[config.mk]
export PLATFORM = sky130hd
export DESIGN_NAME = axi_line_master
export DESIGN_NICKNAME = d
export VERILOG_FILES = /design/src/verilog/axi_line_pkg.sv /design/src/verilog/burst_req_if.sv /design/src/verilog/axi_line_master.sv /design/src/verilog/read_line_engine.sv /design/src/verilog/write_line_engine.sv /design/src/verilog/request_dispatch.sv /design/src/verilog/line_fifo.sv
export SDC_FILE = /design/constraint.sdc
export NUM_CORES = 2
export LEC_CHECK = 0
export BUFFER_PORTS_ARGS = -buffer_cell sky130_fd_sc_hd__buf_2
export CAP_MARGIN = 20
export CORE_MARGIN = 4
export CORE_UTILIZATION = 50
export CTS_CLUSTER_DIAMETER = 80
export DETAILED_ROUTE_END_ITERATION = 12
export HOLD_SLACK_MARGIN = 0.08
export PLACE_DENSITY = 0.71
export SETUP_SLACK_MARGIN = 0.5
export SYNTH_ARGS = -nofsm -noshare
export SYNTH_HDL_FRONTEND = slang
export SYNTH_HIERARCHICAL = 1
export SYNTH_SLANG_ARGS = --single-unit
[constraint.sdc]
create_clock -name aclk -period 9.8 [get_ports aclk]
set_clock_uncertainty 0.05 [all_clocks]
set_input_delay 0.98 -clock aclk [delete_from_list [all_inputs] [get_ports aclk]]
set_output_delay 0.98 -clock aclk [all_outputs]
set_load 0.02 [all_outputs]
[src/verilog/axi_line_pkg.sv]
////////////////////////////////////////
// Bursts are fixed at 8 beats of 4 bytes, INCR.
// Line addresses must be line-aligned.
////////////////////////////////////////
package axi_line_pkg;

  localparam int ADDR_W     = 32;               // Byte address width.
  localparam int BEAT_W     = 32;               // AXI data width.
  localparam int LINE_W     = 256;              // Line width.
  localparam int BEATS      = LINE_W / BEAT_W;  // Beats per burst.
  localparam int BEAT_IDX_W = 3;
  localparam int BEAT_BYTES = BEAT_W / 8;       // Address step per beat.
  localparam int OP_W       = 2;
  localparam int REQ_DEPTH  = 4;
  localparam int RET_DEPTH  = 4;                // Also the initial credit count.
  localparam int CREDIT_W   = 3;                // Holds 0 to RET_DEPTH.

  typedef logic [ADDR_W-1:0]     addr_t;
  typedef logic [BEAT_W-1:0]     beat_t;
  typedef logic [LINE_W-1:0]     line_t;
  typedef logic [BEAT_IDX_W-1:0] beat_idx_t;
  typedef logic [OP_W-1:0]       op_t;
  typedef logic [CREDIT_W-1:0]   credit_t;

  // Operation codes. Anything else is dropped.
  localparam op_t OP_WRITE = 2'b10;
  localparam op_t OP_READ  = 2'b01;

  typedef enum logic [1:0] {WR_IDLE, WR_ADDR, WR_DATA, WR_RESP} wr_state_e;
  typedef enum logic [1:0] {RD_IDLE, RD_ADDR, RD_DATA, RD_PUSH} rd_state_e;

endpackage
[src/verilog/burst_req_if.sv]
////////////////////////////////////////
// Write request hand-off, valid/ready.
// Payload holds with valid until transfer.
////////////////////////////////////////
`timescale 1ns/1ps

interface burst_req_if;
  import axi_line_pkg::*;

  logic  valid;  // Head of request FIFO is a write.
  logic  ready;  // Write engine idle.
  addr_t addr;   // Line byte address.
  line_t line;   // Write payload.

  modport dispatch (output valid, output addr, output line, input ready);
  modport engine (input valid, input addr, input line, output ready);

endinterface

[src/verilog/axi_line_master.sv]
////////////////////////////////////////
// AWLEN/ARLEN, SIZE and BURST are tied off outside.
// No IDs, no WSTRB, responses are not checked.
////////////////////////////////////////
`timescale 1ns/1ps

module axi_line_master (
  input  logic                aclk,
  input  logic                aresetn,
  // Request and return ports.
  input  logic                ls_valid_in,
  input  axi_line_pkg::addr_t ls_address,
  input  axi_line_pkg::op_t   ls_operation,
  input  axi_line_pkg::line_t ls_data_in,
  input  logic                ls_ready_in,
  output logic                ls_ready_out,
  output logic                ls_valid_out,
  output axi_line_pkg::line_t ls_data_out,
  // AXI4 write channels.
  input  logic                awready,
  input  logic                wready,
  input  logic                bvalid,
  output logic                awvalid,
  output axi_line_pkg::addr_t awaddr,
  output logic                wvalid,
  output axi_line_pkg::beat_t wdata,
  output logic                wlast,
  output logic                bready,
  // AXI4 read channels.
  input  logic                arready,
  input  logic                rvalid,
  input  axi_line_pkg::beat_t rdata,
  input  logic                rlast,
  output logic                arvalid,
  output axi_line_pkg::addr_t araddr,
  output logic                rready
);
  import axi_line_pkg::*;

  logic  rd_valid;  // Read hand-off.
  logic  rd_ready;
  addr_t rd_addr;

  burst_req_if u_wr_req ();

  request_dispatch u_dispatch (
    .aclk         (aclk),
    .aresetn      (aresetn),
    .ls_valid_in  (ls_valid_in),
    .ls_address   (ls_address),
    .ls_operation (ls_operation),
    .ls_data_in   (ls_data_in),
    .rd_ready     (rd_ready),
    .ls_ready_out (ls_ready_out),
    .rd_valid     (rd_valid),
    .rd_addr      (rd_addr),
    .wr_req       (u_wr_req.dispatch)
  );

  write_line_engine u_write (
    .aclk    (aclk),
    .aresetn (aresetn),
    .awready (awready),
    .wready  (wready),
    .bvalid  (bvalid),
    .awvalid (awvalid),
    .awaddr  (awaddr),
    .wvalid  (wvalid),
    .wdata   (wdata),
    .wlast   (wlast),
    .bready  (bready),
    .req     (u_wr_req.engine)
  );

  read_line_engine u_read (
    .aclk         (aclk),
    .aresetn      (aresetn),
    .rd_valid     (rd_valid),
    .rd_addr      (rd_addr),
    .arready      (arready),
    .rvalid       (rvalid),
    .rdata        (rdata),
    .rlast        (rlast),
    .ls_ready_in  (ls_ready_in),
    .rd_ready     (rd_ready),
    .arvalid      (arvalid),
    .araddr       (araddr),
    .rready       (rready),
    .ls_valid_out (ls_valid_out),
    .ls_data_out  (ls_data_out)
  );

endmodule

[src/verilog/read_line_engine.sv]
////////////////////////////////////////
// A read starts only with a reserved return slot.
// Lines return in request order.
////////////////////////////////////////
`timescale 1ns/1ps

module read_line_engine (
  input  logic                aclk,
  input  logic                aresetn,
  input  logic                rd_valid,
  input  axi_line_pkg::addr_t rd_addr,
  input  logic                arready,
  input  logic                rvalid,
  input  axi_line_pkg::beat_t rdata,
  input  logic                rlast,
  input  logic                ls_ready_in,
  output logic                rd_ready,
  output logic                arvalid,
  output axi_line_pkg::addr_t araddr,
  output logic                rready,
  output logic                ls_valid_out,
  output axi_line_pkg::line_t ls_data_out
);
  import axi_line_pkg::*;

  rd_state_e state;
  addr_t     addr_q;
  line_t     line_q;    // Line being assembled.
  beat_idx_t beat_idx;  // Slot of the next R beat.
  credit_t   credits;   // Free return slots.
  logic      accept;
  logic      ret_push;
  logic      ret_pop;

  assign rd_ready = (state == RD_IDLE) && (credits != '0);
  assign accept   = rd_valid && rd_ready;
  assign arvalid  = (state == RD_ADDR);
  assign araddr   = addr_q;
  assign rready   = (state == RD_DATA);
  assign ret_push = (state == RD_PUSH);
  assign ret_pop  = ls_valid_out && ls_ready_in;

  line_fifo #(
    .WIDTH (LINE_W),
    .DEPTH (RET_DEPTH)
  ) u_ret_fifo (
    .aclk      (aclk),
    .aresetn   (aresetn),
    .push      (ret_push),
    .push_data (line_q),
    .pop       (ret_pop),
    .not_full  (),             // Credits keep it from filling past depth.
    .not_empty (ls_valid_out),
    .pop_data  (ls_data_out)
  );

  ////////////////////////////////////////
  // Credit counter
  ////////////////////////////////////////
  always_ff @(posedge aclk) begin
    if (!aresetn) begin
      credits <= credit_t'(RET_DEPTH);
    end else begin
      case ({accept, ret_pop})
        2'b10:   credits <= credits - 1'b1;  // Slot reserved.
        2'b01:   credits <= credits + 1'b1;  // Slot freed.
        default: credits <= credits;
      endcase
    end
  end

  always_ff @(posedge aclk) begin
    if (accept) addr_q <= rd_addr;
    if (rvalid && rready) line_q[beat_idx*BEAT_W +: BEAT_W] <= rdata;  // Beat i at i.
  end

  always_ff @(posedge aclk) begin
    if (!aresetn) begin
      state    <= RD_IDLE;
      beat_idx <= '0;
    end else begin
      case (state)
        RD_IDLE: if (accept) state <= RD_ADDR;
        RD_ADDR: begin
          if (arready) begin
            state    <= RD_DATA;
            beat_idx <= '0;
          end
        end
        RD_DATA: begin
          if (rvalid) begin
            beat_idx <= beat_idx + 1'b1;
            if (rlast) state <= RD_PUSH;  // Push next cycle.
          end
        end
        RD_PUSH: state <= RD_IDLE;
        default: state <= RD_IDLE;
      endcase
    end
  end

endmodule

[src/verilog/write_line_engine.sv]
////////////////////////////////////////
// One write burst in flight at a time.
// Beat 0 is the lowest word of the line.
////////////////////////////////////////
`timescale 1ns/1ps

module write_line_engine (
  input  logic                aclk,
  input  logic                aresetn,
  input  logic                awready,
  input  logic                wready,
  input  logic                bvalid,
  output logic                awvalid,
  output axi_line_pkg::addr_t awaddr,
  output logic                wvalid,
  output axi_line_pkg::beat_t wdata,
  output logic                wlast,
  output logic                bready,
  burst_req_if.engine         req
);
  import axi_line_pkg::*;

  wr_state_e state;
  addr_t     addr_q;    // Held burst address.
  line_t     line_q;    // Held line, split into beats.
  beat_idx_t beat_idx;  // Current W beat.
  logic      accept;

  assign req.ready = (state == WR_IDLE);
  assign accept    = req.valid && req.ready;

  ////////////////////////////////////////
  // AXI outputs, decoded from state
  ////////////////////////////////////////
  assign awvalid = (state == WR_ADDR);
  assign awaddr  = addr_q;
  assign wvalid  = (state == WR_DATA);
  assign wdata   = line_q[beat_idx*BEAT_W +: BEAT_W];  // Beat i from bit i*32.
  assign wlast   = wvalid && (beat_idx == beat_idx_t'(BEATS - 1));
  assign bready  = (state == WR_RESP);

  // Payload capture on accept.
  always_ff @(posedge aclk) begin
    if (accept) begin
      addr_q <= req.addr;
      line_q <= req.line;
    end
  end

  always_ff @(posedge aclk) begin
    if (!aresetn) begin
      state    <= WR_IDLE;
      beat_idx <= '0;
    end else begin
      case (state)
        WR_IDLE: begin
          if (accept) state <= WR_ADDR;  // AWVALID next cycle.
        end
        WR_ADDR: begin
          if (awready) begin
            state    <= WR_DATA;
            beat_idx <= '0;
          end
        end
        WR_DATA: begin
          if (wready) begin
            beat_idx <= beat_idx + 1'b1;   // One beat per handshake.
            if (wlast) state <= WR_RESP;   // BREADY next cycle.
          end
        end
        WR_RESP: begin
          if (bvalid) state <= WR_IDLE;    // Burst done.
        end
        default: state <= WR_IDLE;
      endcase
    end
  end

endmodule

[src/verilog/request_dispatch.sv]
////////////////////////////////////////
// A blocked head stalls every request behind it.
// Unknown op codes are popped with no transfer.
////////////////////////////////////////
`timescale 1ns/1ps

module request_dispatch (
  input  logic                aclk,
  input  logic                aresetn,
  input  logic                ls_valid_in,
  input  axi_line_pkg::addr_t ls_address,
  input  axi_line_pkg::op_t   ls_operation,
  input  axi_line_pkg::line_t ls_data_in,
  input  logic                rd_ready,
  output logic                ls_ready_out,
  output logic                rd_valid,
  output axi_line_pkg::addr_t rd_addr,
  burst_req_if.dispatch       wr_req
);
  import axi_line_pkg::*;

  logic [OP_W+ADDR_W+LINE_W-1:0] req_in;    // {line, addr, op}.
  logic [OP_W+ADDR_W+LINE_W-1:0] req_head;
  logic                          req_push;
  logic                          req_pop;
  logic                          head_valid;
  op_t                           head_op;
  addr_t                         head_addr;
  line_t                         head_line;
  logic                          head_unknown;

  assign req_in   = {ls_data_in, ls_address, ls_operation};
  assign req_push = ls_valid_in && ls_ready_out;

  line_fifo #(
    .WIDTH (OP_W + ADDR_W + LINE_W),
    .DEPTH (REQ_DEPTH)
  ) u_req_fifo (
    .aclk      (aclk),
    .aresetn   (aresetn),
    .push      (req_push),
    .push_data (req_in),
    .pop       (req_pop),
    .not_full  (ls_ready_out),
    .not_empty (head_valid),
    .pop_data  (req_head)
  );

  ////////////////////////////////////////
  // Head decode and routing
  ////////////////////////////////////////
  assign head_op   = req_head[OP_W-1:0];
  assign head_addr = req_head[OP_W +: ADDR_W];
  assign head_line = req_head[OP_W+ADDR_W +: LINE_W];

  assign head_unknown = (head_op != OP_WRITE) && (head_op != OP_READ);

  assign wr_req.valid = head_valid && (head_op == OP_WRITE);  // Toward write engine.
  assign wr_req.addr  = head_addr;
  assign wr_req.line  = head_line;

  assign rd_valid = head_valid && (head_op == OP_READ);       // Toward read engine.
  assign rd_addr  = head_addr;

  // Pop on the engine transfer, or at once for a discarded code.
  assign req_pop = (wr_req.valid && wr_req.ready)
                || (rd_valid && rd_ready)
                || (head_valid && head_unknown);

endmodule

[src/verilog/line_fifo.sv]
////////////////////////////////////////
// Head is shown combinationally on pop_data.
// Push when full and pop when empty are ignored.
////////////////////////////////////////
`timescale 1ns/1ps

module line_fifo #(
  parameter int WIDTH = 32,
  parameter int DEPTH = 4
) (
  input  logic             aclk,
  input  logic             aresetn,
  input  logic             push,
  input  logic [WIDTH-1:0] push_data,
  input  logic             pop,
  output logic             not_full,
  output logic             not_empty,
  output logic [WIDTH-1:0] pop_data
);

  localparam int PTR_W = (DEPTH > 1) ? $clog2(DEPTH) : 1;
  localparam int CNT_W = $clog2(DEPTH + 1);

  logic [WIDTH-1:0] mem [DEPTH];  // Storage.
  logic [PTR_W-1:0] wr_ptr;
  logic [PTR_W-1:0] rd_ptr;
  logic [CNT_W-1:0] count;        // Occupancy.
  logic             do_push;
  logic             do_pop;

  assign not_full  = (count != CNT_W'(DEPTH));
  assign not_empty = (count != '0);
  assign do_push   = push && not_full;   // Drop when full.
  assign do_pop    = pop && not_empty;   // Drop when empty.
  assign pop_data  = mem[rd_ptr];

  always_ff @(posedge aclk) begin
    if (do_push) begin
      mem[wr_ptr] <= push_data;
    end
  end

  // Pointers wrap at DEPTH.
  always_ff @(posedge aclk) begin
    if (!aresetn) begin
      wr_ptr <= '0;
      rd_ptr <= '0;
      count  <= '0;
    end else begin
      if (do_push) begin
        wr_ptr <= (wr_ptr == PTR_W'(DEPTH - 1)) ? '0 : wr_ptr + 1'b1;
      end
      if (do_pop) begin
        rd_ptr <= (rd_ptr == PTR_W'(DEPTH - 1)) ? '0 : rd_ptr + 1'b1;
      end
      case ({do_push, do_pop})
        2'b10:   count <= count + 1'b1;
        2'b01:   count <= count - 1'b1;
        default: count <= count;  // Both or neither.
      endcase
    end
  end

endmodule

Word-level counts from Yosys, hierarchy flattened
Memories as Yosys holds them, arrays and structs flattened. A register that Yosys moved wholly into a read port is not among the register bits.
Cells that the tools add are included.
{"block": "op_classes", "n_addsub": 13, "multipliers": 0, "n_div": 0, "n_lt_le_gt_ge": 0, "n_eq_ne": 32, "shift": 3, "muxes": 33, "bitwise": 0, "n_reduce_logical": 31}
{"op": "bitwise mux 256 bit", "count": 1}
{"op": "variable shift 32 x 34 -> 256 bit (first input constant)", "count": 1}
{"op": "indexed part select 256 x 9 -> 32 bit", "count": 1}
{"op": "indexed part select 32 x 34 -> 256 bit", "count": 1}
{"op": "2-to-1 mux 2 bit", "count": 17}
{"op": "negation 8 -> 34 bit", "count": 1}
{"op": "one-hot mux 3 bit (2 select lines)", "count": 5}
{"op": "equality test 2 bit (second input constant)", "count": 12}
{"op": "!= test 2 bit (second input constant)", "count": 9}
{"op": "one-hot mux 2 bit (4 select lines)", "count": 2}
{"op": "adder 3 x 1 -> 3 bit (second input constant)", "count": 5}
{"op": "logical AND 1 bit", "count": 15}
{"op": "equality test 2 x 1 -> 1 bit (second input constant)", "count": 6}
{"op": "2-to-1 mux 3 bit", "count": 4}
{"op": "nonzero test 2 bit", "count": 5}
{"op": "nonzero test 3 bit", "count": 3}
{"op": "subtractor 3 x 1 -> 3 bit (second input constant)", "count": 3}
{"op": "adder 2 x 1 -> 2 bit (second input constant)", "count": 4}
{"op": "!= test 3 bit (second input constant)", "count": 2}
{"op": "AND reduction 3 bit", "count": 2}
{"op": "AND reduction 5 bit", "count": 1}
{"op": "logical NOT 2 bit", "count": 2}
{"op": "2-to-1 mux 1 bit", "count": 4}
{"op": "!= test 2 x 1 -> 1 bit (second input constant)", "count": 2}
{"op": "other kinds (3)", "count": 4}
{"block": "word_totals", "register_bits": 603, "latch_bits": 0, "ram_bits": 2184, "mem_bits_ro": 0, "in_bits": 332, "out_inout_bits": 360, "word_cells": 129, "mem_count": 2}
{"memory": "u_dispatch.u_req_fifo.mem", "depth": 4, "width": 290, "rd": 1, "rd_ports_with_merged_regs": 1, "wr": 1, "line": "line_fifo.sv:24", "source": "logic [WIDTH-1:0] mem [DEPTH];"}
{"memory": "u_read.u_ret_fifo.mem", "depth": 4, "width": 256, "rd": 1, "rd_ports_with_merged_regs": 1, "wr": 1, "line": "line_fifo.sv:24"}

Depth between registers and ports, before layout
{"block": "logic_depth", "depth_word": 8, "depth_mapped": 15, "depth_no_buf": 13}

Cells and area by module
The synthesis kept the hierarchy.
{"module": "line_fifo at u_dispatch.u_req_fifo", "instances": 1, "cells_each": 1570, "area_per_inst_um2": 42218.0}
{"module": "line_fifo at u_read.u_ret_fifo", "instances": 1, "cells_each": 1393, "area_per_inst_um2": 37677.4}
{"module": "read_line_engine", "instances": 1, "cells_each": 704, "area_per_inst_um2": 10989.3}
{"module": "write_line_engine", "instances": 1, "cells_each": 442, "area_per_inst_um2": 10935.5}
{"module": "request_dispatch", "instances": 1, "cells_each": 41, "area_per_inst_um2": 312.8}

Least setup slack after synthesis
No wires, ideal clock.
{"block": "synth_path", "kind": "reg-to-reg", "start": "register with a tool-made name", "end": "register u_write.addr_q[0] (netlist: u_write/awaddr[0]) (enable)", "arrival_ns": 8.177, "t_required_ns": 9.066, "path_slack_ns": 0.890, "path_stages_with_launch": 8, "period_less_slack_ns": 8.910, "path_cell_list": "dfxtp_1 > buf_2 > buf_2 > mux4_2 > inv_1 > ha_1 > and2_1 > and2_1"}
{"element": "end signal: assignment", "line": "write_line_engine.sv:45", "source": "addr_q <= req.addr;"}
{"element": "end: declaration", "line": "write_line_engine.sv:24", "source": "addr_t addr_q;"}

==> impl_metrics.csv <==
group,metric,value,unit
run_status,outcome,"complete, but fails checks",
run_status,violations,"antenna rules",
synthesis,synth_area,102000,um^2
sta,rsz0062_at_grt,"false",
power,pwr-share-clk,0.370,
synthesis,synth.largest_area_cell,"edfxtp_1",
route,wire_per_inst,28.7,um
die,core,203000,um^2
layout,nFillCells,14100,
global_route,grt-ovfl-total,0,
layout,area_growth_syn_to_layout,14.9,%
cts,cts-buffers-inserted,297,
layout,drive_above_1_share,0.355,
layout,fin_util,0.579,
power,seq_power_share,0.520,
cts,clk_latency,0.93,ns
setup_path,cp-endpoint,"ls_data_out[105]",
setup_path,regToRegEndpoint,"u_write/line_q[141]",
place,dp_hpwl,135000,um
cts,cts-htree-levels,5,
sta,relSlewSlack,0.232,
synthesis,async_reset_ff_frac,0,
global_route,grt_pass1_vias,46500,
setup_path,cp_num_buf_inv,3,
setup_path,cp_top_family,"buffers and inverters",
sta,drv_slew,0,
cts,clockRootBuffer,"clkbuf_16",
synthesis,ys_ff_latch,2791,
synthesis,synth.most_common_cell,"edfxtp_1",
cts,cts_buffer_depth,4,
setup_path,path_cells,"buf_4 > buf_4 > mux4_2 > buf_2",
global_route,grt_antenna_before_repair,117,
place,io_buffers,691,
setup_path,rr_worst_depth,7,
route,viasPerCell,5.75,
sta,hold_violations,0,
die,ios,692,
power,p_int,21900,uW
route,drt_iter0_drc,5224,
die,fp-row-count,165,
setup_path,start_kind,"flip-flop",
cts,clkSinkCount,2791,
die,start_util,0.504,
cts,holdBufCountCts,0,
run,max_cap_violations,0,
synthesis,yosys-top-cells-area,"edfxtp_1 81%, mux4_2 13%, and2_1 0.70%, dfxtp_1 0.61%, nor2_1 0.51%",
cts,ctsResizeCount,0,
setup_path,cp.depth,4,
synthesis,synth.cells.most_frequent,"2760 x edfxtp_1, 607 x mux4_2, 140 x nor2_1, 115 x and2_1, 66 x buf_2",
synthesis,postSynthCellCount,4150,
layout,fin_area,117000,um^2
die,dieArea,212000,um^2
setup_path,crit_top_cell,"buf_4",
synthesis,synth.avg_cell_area,24.6,um^2
hold_path,hold_start,"ls_data_in[235]",
setup_path,worstPathRequired,8.77,ns
sta,worst_slew_pin_slew,1.15,ns
sta,fin_crit,5.00,ns
setup_path,critical-path-slowest-cell,"buf_4",
sta,fin_tns_setup,0,ns
cts,post_cts_buffers,0,
synthesis,yosysSeqAreaShare,0.818,
cts,clkSlewWorstSetupHoldPaths,0.06,ns
global_route,grt_usage,0.215,
setup_path,path_class,"flip-flop to primary output",
route,drt_pass1_iterations,5,
synthesis,synthFlopType,"edfxtp_1",
sta,finalCritPeriodShare,0.510,
synthesis,synth_top_area_share,0.811,
setup_path,cp.arrival,3.97,ns
setup_path,critPathMaxStageDelay,0.86,ns
cts,cts_tree,"done",
die,die_x,460,um
place,dpl_cell_area,108000,um^2
place,gp_congestion,0.750,
sta,finalSetupViolCount,0,
global_route,grt_max_degree,153,
die,die_h,460,um
setup_path,rrSetupSlack,5.24,ns
global_route,grt_pass1_wl,329000,um
power,leakage,0.0392,uW
synthesis,synthDistinctLibCells,51,
setup_path,cp_max_fo,57,
route,detail-route-antenna-nets,1,
power,irDropWorstVdd,0.196,mV
hold_path,min_path_type,"input pin to flip-flop",
layout,finalNetCount,5360,
power,p_sw,6400,uW
power,pwr-share-comb,0.110,
route,drt_wl_total,227000,um
synthesis,syn-num-nets,4519,
setup_path,end_kind,"primary output",
synthesis,synth_edf_count,2760,
synthesis,synth_warnings,6,
power,powerDensity,241,nW/um^2
route,via_count,45500,
route,drc,0,
power,power_switching_share,0.226,
sta,max_freq,0.200,GHz
-- worst min-delay path by stage --
stage                                        endpoint  slack (ns)  depth (start not counted)
floorplan                 u_read/u_ret_fifo/mem[0][0]        0.41                          0
global placement        u_read/u_ret_fifo/mem[2][155]        0.41                          0
detailed placement      u_read/u_ret_fifo/mem[3][244]        0.43                          0
CTS                 u_dispatch/u_req_fifo/mem[0][269]        0.13                          1
global route        u_dispatch/u_req_fifo/mem[2][122]        0.16                          1
finish              u_dispatch/u_req_fifo/mem[0][269]        0.21                          1
-- worst register-to-register path, stage by stage (launching register included) --
cell,delay [ns]
dfxtp_4,0.87
mux4_2,0.62
inv_1,0.07
ha_1,0.16
and2_1,0.14
and2_4,0.53
buf_12,0.58
buf_4,1.11
-- sequential cells by signal, summed over array words and instances (netlist names), 3 cells and up, named ones only --
register,cells
u_dispatch/u_req_fifo/count,3
u_write/awaddr,32
u_read/araddr,32
u_read/line_q,256
u_read/u_ret_fifo/count,3
u_write/beat_idx,3
u_read/credits,3
u_dispatch/u_req_fifo/mem,1160
u_write/line_q,256
u_read/beat_idx,3
u_read/u_ret_fifo/mem,1024
-- through the flow --
step	instances	worst slack, ns	total power, uW	hold WS [ns]
after floorplan	4150	0.890	17400	0.409
after global placement	7361	5.14	18000	0.414
after detailed placement	7362	5.14	18100	0.427
after CTS	7870	4.68	28600	0.128
after global routing	7877	4.63	29400	0.160
final	7923	4.80	28300	0.214
-- cell type report --
class	count	area, um^2	share of cell area
clock buffers	358	7850	0.0669
flip-flops and latches	2791	83500	0.712
inverters	27	101	0.000864
repair buffers	752	4130	0.0352
well taps	2672	3340	0.0285
clock inverters	150	1210	0.0103
diodes	51	128	0.00109
multi-input cells	1122	17100	0.145
-- placed cells by master (no fill, tap or decap), drive strengths merged, types with 14 or more instances in the layout --
cell / n
and2: 141
buf: 752
bufinv: 18
clkbuf: 358
clkinv: 115
dfxtp: 31
diode: 51
edfxtp: 2760
ha: 34
inv: 35
mux2: 34
mux4: 610
nand2: 61
nor2: 140
o21ai: 14
-- power groups by stage --
| stage | Combinational (uW) | Clock (uW) | Sequential, uW |
|---|---|---|---|
| 2_1_floorplan | 2240 | 0 | 15200 |
| 3_3_place_gp | 3120 | 0 | 14900 |
| 3_5_place_dp | 3160 | 0 | 15000 |
| 4_1_cts | 3170 | 10700 | 14700 |
| 5_1_grt | 3350 | 11300 | 14800 |
| 6_report | 3100 | 10500 | 14700 |
-- routing by layer --
metal,GRT usage,share of wire
met5,0,0.0026
met4,0.0602,0.026
met3,0.0616,0.094
met2,0.352,0.50
met1,0.284,0.37
-- cells by family after synthesis --
group,Yosys count,share of synthesized area
adders and majority gates,37,0.00475
and+or+nand+nor,398,0.0199
xor gates and xnor gates,6,0.000515
AOI/OAI and AO/OA,33,0.00219
DFF,2791,0.818
muxes,648,0.139
buffers and inverters,237,0.0163
Power figures use the tool's default switching activity.
